$ cat src/verilog/tlu_macros.svh
`ifndef TLU_MACROS_SVH
`define TLU_MACROS_SVH

// clock cycles per serial trigger-number bit, at least 4
`define TLU_DIVISOR 12

// event word payload width
`define TLU_PAYLOAD_W 31

// bit count used when the configured count is zero
`define TLU_BITS_DEFAULT 31

// free-running timestamp width
`define TLU_TS_W 31

`endif

$ cat src/verilog/tlu_pkg.sv
`include "tlu_macros.svh"

package tlu_pkg;

    typedef enum logic {
        MODE_TRIGGER   = 1'b0,
        MODE_HANDSHAKE = 1'b1
    } tlu_mode_t;

    typedef enum logic [2:0] {
        IDLE      = 3'd0,
        WAIT_LOW  = 3'd1,
        RECEIVE   = 3'd2,
        STORE     = 3'd3,
        WAIT_READ = 3'd4
    } tlu_state_t;

    // trigger number view, handshake mode
    typedef struct packed {
        logic                      valid;
        logic [`TLU_PAYLOAD_W-1:0] number;
    } tlu_trg_word_t;

    // timestamp view, trigger mode
    typedef struct packed {
        logic                 valid;
        logic [`TLU_TS_W-1:0] stamp;
    } tlu_ts_word_t;

    typedef union packed {
        tlu_trg_word_t trg;
        tlu_ts_word_t  ts;
    } tlu_event_t;

endpackage

$ cat src/verilog/tlu_sequencer.sv
`include "tlu_macros.svh"

module tlu_sequencer (
    input  logic                      CLK,
    input  logic                      RESET,
    input  logic                      trigger,
    input  tlu_pkg::tlu_mode_t        mode,
    input  logic [7:0]                low_timeout,
    output logic                      busy,
    output logic                      start_flag,
    output logic                      timeout_error,
    output logic                      rx_start,
    input  logic                      rx_done,
    input  logic [`TLU_PAYLOAD_W-1:0] rx_payload,
    output logic                      evt_write,
    output tlu_pkg::tlu_event_t       evt_word,
    input  logic                      evt_full
);

    tlu_pkg::tlu_state_t  state;
    tlu_pkg::tlu_state_t  next_state;
    tlu_pkg::tlu_mode_t   mode_q;
    logic [`TLU_TS_W-1:0] ts_cnt;
    logic [`TLU_TS_W-1:0] ts_q;
    logic [7:0]           low_cnt;
    logic                 ready;
    logic                 accept;
    logic                 timeout_hit;
    logic                 leave_low;

    // a drained buffer lets WAIT_READ take a new trigger
    assign ready  = (state == tlu_pkg::IDLE) ||
                    ((state == tlu_pkg::WAIT_READ) && !evt_full);
    assign accept = ready && trigger;
    assign busy   = !ready;

    // low_cnt includes the current WAIT_LOW cycle
    assign timeout_hit = (state == tlu_pkg::WAIT_LOW) && (low_timeout != 8'd0) &&
                         (low_cnt == low_timeout);
    assign leave_low   = !trigger || timeout_hit;

    // receiver starts on the edge that leaves WAIT_LOW for RECEIVE
    assign rx_start  = (state == tlu_pkg::WAIT_LOW) && (next_state == tlu_pkg::RECEIVE);
    assign evt_write = (state == tlu_pkg::STORE);

    always_comb
    begin
        next_state = state;
        case (state)
            tlu_pkg::IDLE:
            begin
                if (accept)
                    next_state = tlu_pkg::WAIT_LOW;
            end
            tlu_pkg::WAIT_LOW:
            begin
                if (leave_low)
                begin
                    if (mode_q == tlu_pkg::MODE_HANDSHAKE)
                        next_state = tlu_pkg::RECEIVE;
                    else
                        next_state = tlu_pkg::STORE;
                end
            end
            tlu_pkg::RECEIVE:
            begin
                if (rx_done)
                    next_state = tlu_pkg::STORE;
            end
            tlu_pkg::STORE:
            begin
                next_state = tlu_pkg::WAIT_READ;
            end
            tlu_pkg::WAIT_READ:
            begin
                if (accept)
                    next_state = tlu_pkg::WAIT_LOW;
                else if (!evt_full)
                    next_state = tlu_pkg::IDLE;
            end
            default:
            begin
                next_state = tlu_pkg::IDLE;
            end
        endcase
    end

    always_ff @(posedge CLK)
    begin
        if (RESET)
        begin
            state         <= tlu_pkg::IDLE;
            mode_q        <= tlu_pkg::MODE_TRIGGER;
            start_flag    <= 1'b0;
            timeout_error <= 1'b0;
            low_cnt       <= 8'd0;
            ts_cnt        <= '0;
        end
        else
        begin
            state      <= next_state;
            start_flag <= accept;
            ts_cnt     <= ts_cnt + 1'b1;
            if (accept)
            begin
                mode_q        <= mode;
                low_cnt       <= 8'd1;
                timeout_error <= 1'b0;
            end
            else if (state == tlu_pkg::WAIT_LOW)
            begin
                low_cnt <= low_cnt + 8'd1;
                // sticky until the next accepted trigger
                if (timeout_hit && trigger)
                    timeout_error <= 1'b1;
            end
        end
    end

    // timestamp of the sampling edge
    always_ff @(posedge CLK)
    begin
        if (accept)
            ts_q <= ts_cnt;
    end

    // word decoded by the mode that was latched at acceptance
    always_comb
    begin
        evt_word = '0;
        if (mode_q == tlu_pkg::MODE_HANDSHAKE)
        begin
            evt_word.trg.valid  = 1'b1;
            evt_word.trg.number = rx_payload;
        end
        else
        begin
            evt_word.ts.valid = 1'b1;
            evt_word.ts.stamp = ts_q;
        end
    end

    // the buffer is drained before any new word arrives
    a_no_write_full: assert property (@(posedge CLK) disable iff (RESET)
        evt_write |-> !evt_full);

    a_start_one_cycle: assert property (@(posedge CLK) disable iff (RESET)
        start_flag |=> !start_flag);

    a_rx_start_handshake: assert property (@(posedge CLK) disable iff (RESET)
        rx_start |-> (mode_q == tlu_pkg::MODE_HANDSHAKE));

endmodule

$ cat src/verilog/tlu_trigger_receiver.sv
`include "tlu_macros.svh"

module tlu_trigger_receiver (
    input  logic                      CLK,
    input  logic                      RESET,
    input  logic                      trigger,
    input  logic [4:0]                bit_count,
    input  logic                      msb_first,
    input  logic                      start,
    output logic                      tlu_clock,
    output logic                      done,
    output logic [`TLU_PAYLOAD_W-1:0] payload
);

    localparam int CYC_W = $clog2(`TLU_DIVISOR);
    localparam logic [CYC_W-1:0] MID_CYC  = CYC_W'(`TLU_DIVISOR / 2);
    localparam logic [CYC_W-1:0] LAST_CYC = CYC_W'(`TLU_DIVISOR - 1);

    logic [CYC_W-1:0] cyc_cnt;
    logic [4:0]       bit_cnt;
    logic [4:0]       nbits;
    logic             msb_q;
    logic [4:0]       bit_idx;

    // first bit lands on top of the number when msb first
    assign bit_idx = msb_q ? (nbits - 5'd1 - bit_cnt) : bit_cnt;

    always_ff @(posedge CLK)
    begin
        if (RESET)
        begin
            tlu_clock <= 1'b0;
            done      <= 1'b0;
            cyc_cnt   <= '0;
            bit_cnt   <= 5'd0;
            nbits     <= 5'd0;
            msb_q     <= 1'b0;
        end
        else
        begin
            done <= 1'b0;
            if (start)
            begin
                tlu_clock <= 1'b1;
                cyc_cnt   <= '0;
                bit_cnt   <= 5'd0;
                nbits     <= (bit_count == 5'd0) ? 5'(`TLU_BITS_DEFAULT) : bit_count;
                msb_q     <= msb_first;
            end
            else if (tlu_clock)
            begin
                if (cyc_cnt == LAST_CYC)
                begin
                    cyc_cnt <= '0;
                    bit_cnt <= bit_cnt + 5'd1;
                    if (bit_cnt == nbits - 5'd1)
                    begin
                        tlu_clock <= 1'b0;
                        done      <= 1'b1;
                    end
                end
                else
                begin
                    cyc_cnt <= cyc_cnt + 1'b1;
                end
            end
        end
    end

    // midpoint sample, unused upper bits stay cleared
    always_ff @(posedge CLK)
    begin
        if (start)
            payload <= '0;
        else if (tlu_clock && (cyc_cnt == MID_CYC))
            payload[bit_idx] <= trigger;
    end

    a_no_restart: assert property (@(posedge CLK) disable iff (RESET)
        start |-> !tlu_clock);

endmodule

$ cat src/verilog/tlu_event_wb.sv
module tlu_event_wb (
    input  logic                CLK,
    input  logic                RESET,
    input  logic                write,
    input  tlu_pkg::tlu_event_t word,
    output logic                full,
    input  logic                wb_cyc,
    input  logic                wb_stb,
    input  logic                wb_we,
    output logic                wb_ack,
    output tlu_pkg::tlu_event_t wb_dat
);

    tlu_pkg::tlu_event_t word_q;
    logic                req;
    logic                pop;

    assign req = wb_cyc && wb_stb && !wb_ack;

    always_ff @(posedge CLK)
    begin
        if (RESET)
        begin
            wb_ack <= 1'b0;
            full   <= 1'b0;
            pop    <= 1'b0;
        end
        else
        begin
            wb_ack <= req;
            // the word goes out only if it was there when the request came
            pop    <= req && !wb_we && full;
            if (write)
                full <= 1'b1;
            else if (wb_ack && pop)
                full <= 1'b0;
        end
    end

    always_ff @(posedge CLK)
    begin
        if (write)
            word_q <= word;
        // empty buffer reads back with the valid marker clear
        if (req && !wb_we)
            wb_dat <= full ? word_q : '0;
    end

    a_ack_single: assert property (@(posedge CLK) disable iff (RESET)
        wb_ack |=> !wb_ack);

endmodule

$ cat src/verilog/tlu_controller.sv
`include "tlu_macros.svh"

module tlu_controller (
    input  logic                CLK,
    input  logic                RESET,
    input  logic                trigger,
    input  tlu_pkg::tlu_mode_t  mode,
    input  logic [7:0]          low_timeout,
    input  logic [4:0]          bit_count,
    input  logic                msb_first,
    output logic                busy,
    output logic                tlu_clock,
    output logic                start_flag,
    output logic                timeout_error,
    input  logic                wb_cyc,
    input  logic                wb_stb,
    input  logic                wb_we,
    output logic                wb_ack,
    output tlu_pkg::tlu_event_t wb_dat
);

    logic                      rx_start;
    logic                      rx_done;
    logic [`TLU_PAYLOAD_W-1:0] rx_payload;
    logic                      evt_write;
    tlu_pkg::tlu_event_t       evt_word;
    logic                      evt_full;

    tlu_sequencer i_sequencer (
        .CLK           (CLK),
        .RESET         (RESET),
        .trigger       (trigger),
        .mode          (mode),
        .low_timeout   (low_timeout),
        .busy          (busy),
        .start_flag    (start_flag),
        .timeout_error (timeout_error),
        .rx_start      (rx_start),
        .rx_done       (rx_done),
        .rx_payload    (rx_payload),
        .evt_write     (evt_write),
        .evt_word      (evt_word),
        .evt_full      (evt_full)
    );

    // serial trigger number in handshake mode
    tlu_trigger_receiver i_receiver (
        .CLK       (CLK),
        .RESET     (RESET),
        .trigger   (trigger),
        .bit_count (bit_count),
        .msb_first (msb_first),
        .start     (rx_start),
        .tlu_clock (tlu_clock),
        .done      (rx_done),
        .payload   (rx_payload)
    );

    tlu_event_wb i_event_wb (
        .CLK    (CLK),
        .RESET  (RESET),
        .write  (evt_write),
        .word   (evt_word),
        .full   (evt_full),
        .wb_cyc (wb_cyc),
        .wb_stb (wb_stb),
        .wb_we  (wb_we),
        .wb_ack (wb_ack),
        .wb_dat (wb_dat)
    );

endmodule

$ cat config.mk
export PLATFORM = sky130hd
export DESIGN_NAME = tlu_controller
export DESIGN_NICKNAME = d
export VERILOG_FILES = /design/src/verilog/tlu_pkg.sv /design/src/verilog/tlu_sequencer.sv /design/src/verilog/tlu_trigger_receiver.sv /design/src/verilog/tlu_event_wb.sv /design/src/verilog/tlu_controller.sv
export VERILOG_INCLUDE_DIRS = /design/src /design/src/verilog
export SDC_FILE = /design/constraint.sdc
export NUM_CORES = 1
export LEC_CHECK = 0
export ABC_CLOCK_PERIOD_IN_PS = 7900
export BUFFER_PORTS_ARGS = -buffer_cell sky130_fd_sc_hd__buf_2
export CORE_MARGIN = 2
export CORE_UTILIZATION = 45
export DETAILED_ROUTE_END_ITERATION = 7
export GPL_ROUTABILITY_DRIVEN = 0
export GPL_TIMING_DRIVEN = 0
export PLACE_DENSITY = 0.7
export SLEW_MARGIN = 20
export SYNTH_ARGS = -nofsm -noshare
export SYNTH_HDL_FRONTEND = slang
export SYNTH_SLANG_ARGS = --single-unit
$ cat constraint.sdc
create_clock -name CLK -period 7.9 [get_ports CLK]
set_input_delay 0.395 -clock CLK [delete_from_list [all_inputs] [get_ports CLK]]
set_output_delay 0.395 -clock CLK [all_outputs]
set_load 0.01 [all_outputs]
==> results.json <==
{
  "place_area_um2": 8630,
  "antenna_found_initial": 0,
  "status": "complete, no violations",
  "whs_endpoint": "i_event_wb.pop",
  "coreArea_um2": 17400,
  "drive_gt1_frac": 0.180,
  "avgRoutedWirePerCell_um": 14.7,
  "maxSlewViolCount": 0,
  "max_slew_margin": 0.314,
  "cts_setup_buffers": 0,
  "drv_cap": 0,
  "fp.dieArea_um2": 18900,
  "drtAntennaViolNets": 0,
  "syn-instance-count": 694,
  "rr_worst_depth": 9,
  "grt_first_pass_wirelength_um": 23700,
  "path_class": "reg2reg",
  "power_density_nw_per_um2": 229,
  "path_max_fanout": 6,
  "grt_max_degree": 32,
  "synth_edf_count": 94,
  "finalWorstPathRequiredPeriod_ps": 3150,
  "synthArstFlopShare": 0,
  "synth_area_um2": 8040,
  "layout_common_cells": "96 x dfxtp_1, 94 x edfxtp_1, 82 x nor2_1",
  "root_buffer": "clkbuf_16",
  "leakage_nw": 3.43,
  "die-width_um": 138,
  "cts_tree": "built",
  "fmax_mhz": 317,
  "final_cell_area_um2": 9170,
  "clk_path_buf_depth": 2,
  "final_nets": 803,
  "drc": 0,
  "hold_viol_final": 0,
  "fillers": 1507,
  "synth_cell_types": 54,
  "grt_pass1_vias": 4688,
  "portBuffers": 57,
  "fin_skew_ps": 7.86,
  "die_h_um": 138,
  "rsz0062_at_grt": "no",
  "worst-slew-pin-transition_ps": 1020,
  "setup_viol": 0,
  "ys_ff_latch": 190,
  "synth_fp_nets": 726,
  "dp_hpwl_um": 10600,
  "avgSynthCellArea_um2": 11.6,
  "cts_resized": 0,
  "r2r_end": "i_receiver.payload[22]",
  "grt-ovfl-total": 0,
  "r2r_start": "i_receiver.nbits[0]",
  "cp.arrival_ps": 3440,
  "ff2ff_setup_slack_ps": 4750,
  "end_kind": "register",
  "numCtsBuffers": 17,
  "yosysWarnings": 0,
  "htreeDepth": 4,
  "yosysSeqAreaShare": 0.590,
  "cts_sinks": 190,
  "final_common_cell": "dfxtp_1",
  "antenna_cells": 0,
  "drtIter0Drc": 407,
  "min_path_type": "in2reg",
  "hold_start": "wb_we",
  "postCtsHoldBufs": 0,
  "peakVddDrop_uv": 138,
  "required_ps": 8190,
  "vias": 5151,
  "first_pass_iters": 5,
  "clk_pin_slew_worst_paths_ps": 70,
  "grt_use_total": 0.164,
  "hold_depth": 2,
  "worstSetupStartpointType": "register",
  "start_util": 0.463,
  "syn_to_final_growth_pct": 14.1,
  "worstSkewPairLatency_ps": 430,
  "fin_util": 0.528,
  "setup_tns_ps": 0,
  "rows": 48,
  "wl_um": 14900,
  "period_share": 0.399,
  "ioPinCount": 58,
  "synth-main-ff-cell": "dfxtp_1",
  "avgViaCountPerCell": 5.11
}
-- synth_stat cells (all sizes together), types with 2 or more instances --
master   number  area share
dfxtp        96        0.24
edfxtp       94        0.35
nor2         83       0.039
nand3        49       0.031
nand2        41       0.019
and2         33       0.026
mux2         32       0.045
xor2         32       0.035
mux2i        27       0.034
a21oi        22       0.014
clkbuf       21      0.0098
xnor2        20       0.024
inv          15      0.0070
a211oi       11       0.010
ha           10       0.016
nor3         10      0.0062
o21ai        10      0.0067
and3          9      0.0070
buf           9      0.0059
nand4         8      0.0062
nand2b        6      0.0047
nor2b         6      0.0047
and4          5      0.0054
o31ai         5      0.0047
nand3b        4      0.0037
nor4          4      0.0039
or3           4      0.0031
o2111ai       3      0.0033
or4           3      0.0028
a2111oi       2      0.0068
a31oi         2      0.0016
and3b         2      0.0022
nor3b         2      0.0025
nor4b         2      0.0040
-- cell families after synthesis --
family	after synthesis	share of synthesized area
XOR/XNOR	52	0.0585
adder cells (fa/ha/maj)	11	0.0181
multiplexers	59	0.0784
AND/OR/NAND/NOR	274	0.174
AO/OA/AOI/OAI	63	0.0579
buffers and inverters	45	0.0227
flip-flops	190	0.590
-- layout make-up --
| type | count | area [um2] | share of cell area |
|---|---|---|---|
| sequential | 190 | 4740 | 0.517 |
| clock inverter | 14 | 109 | 0.0119 |
| multi-input combinational | 459 | 3120 | 0.340 |
| buffer | 30 | 126 | 0.0138 |
| clock buffer | 18 | 429 | 0.0468 |
| tap | 225 | 282 | 0.0307 |
| timing repair buffer | 58 | 305 | 0.0333 |
| inverter | 15 | 56.3 | 0.00614 |
-- through the flow --
stage	power (mW)	hold slack, ps	instances	setup WS (ps)
floorplan	1.28	428	694	5140
global placement	1.33	435	976	4790
detailed placement	1.34	449	977	4840
CTS	2.12	194	1009	4800
global route	2.18	198	1009	4630
finish	2.10	203	1009	4750
-- report_power, final --
group | total (mW) | switching (mW) | leakage [nW] | internal [mW]
clock network | 0.779 | 0.370 | 0.268 | 0.409
registers | 1.15 | 0.0352 | 1.68 | 1.11
logic | 0.173 | 0.0984 | 1.48 | 0.0751
total | 2.10 | 0.504 | 3.43 | 1.60
-- registers in the layout, indices dropped and copies added (netlist names), 3 cells and up --
signal,count
i_receiver.cyc_cnt,4
i_sequencer.ts_cnt,31
i_sequencer.ts_q,31
i_sequencer.low_cnt,8
i_receiver.bit_cnt,5
i_event_wb.word_q,31
i_receiver.nbits,5
i_sequencer.state,3
i_event_wb.wb_dat,32
i_receiver.payload,31
-- critical path, cell delays in order (launching register included) --
cell and delay, ps:
dfxtp_1 390, inv_1 80, ha_1 350, fa_1 440, xor2_1 190, mux2i_1 690, nand3_1 200, a211oi_1 400
mux2i_1 230, nor2_1 60
-- worst max-delay path by stage --
stage | from | to
after floorplan | i_receiver.nbits[0] | i_receiver.payload[20]
after global placement | i_receiver.nbits[0] | i_receiver.payload[20]
after detailed placement | i_receiver.nbits[0] | i_receiver.payload[20]
after CTS | i_receiver.nbits[0] | i_receiver.payload[20]
after global routing | i_receiver.nbits[0] | i_receiver.payload[30]
final | i_receiver.nbits[0] | i_receiver.payload[22]
-- metal layers --
layer | vias to the layer above | wire, um | track usage | part of all wire
met1 | 2397 | 7280 | 0.224 | 0.49
met3 | 28 | 542 | 0.0401 | 0.036
met4 | 0 | 454 | 0.0693 | 0.031
li1 | 2622 | - | - | -
met5 | - | 0 | 0 | 0
met2 | 104 | 6590 | 0.250 | 0.44
Note: power is estimated with default switching activity, not from simulation.
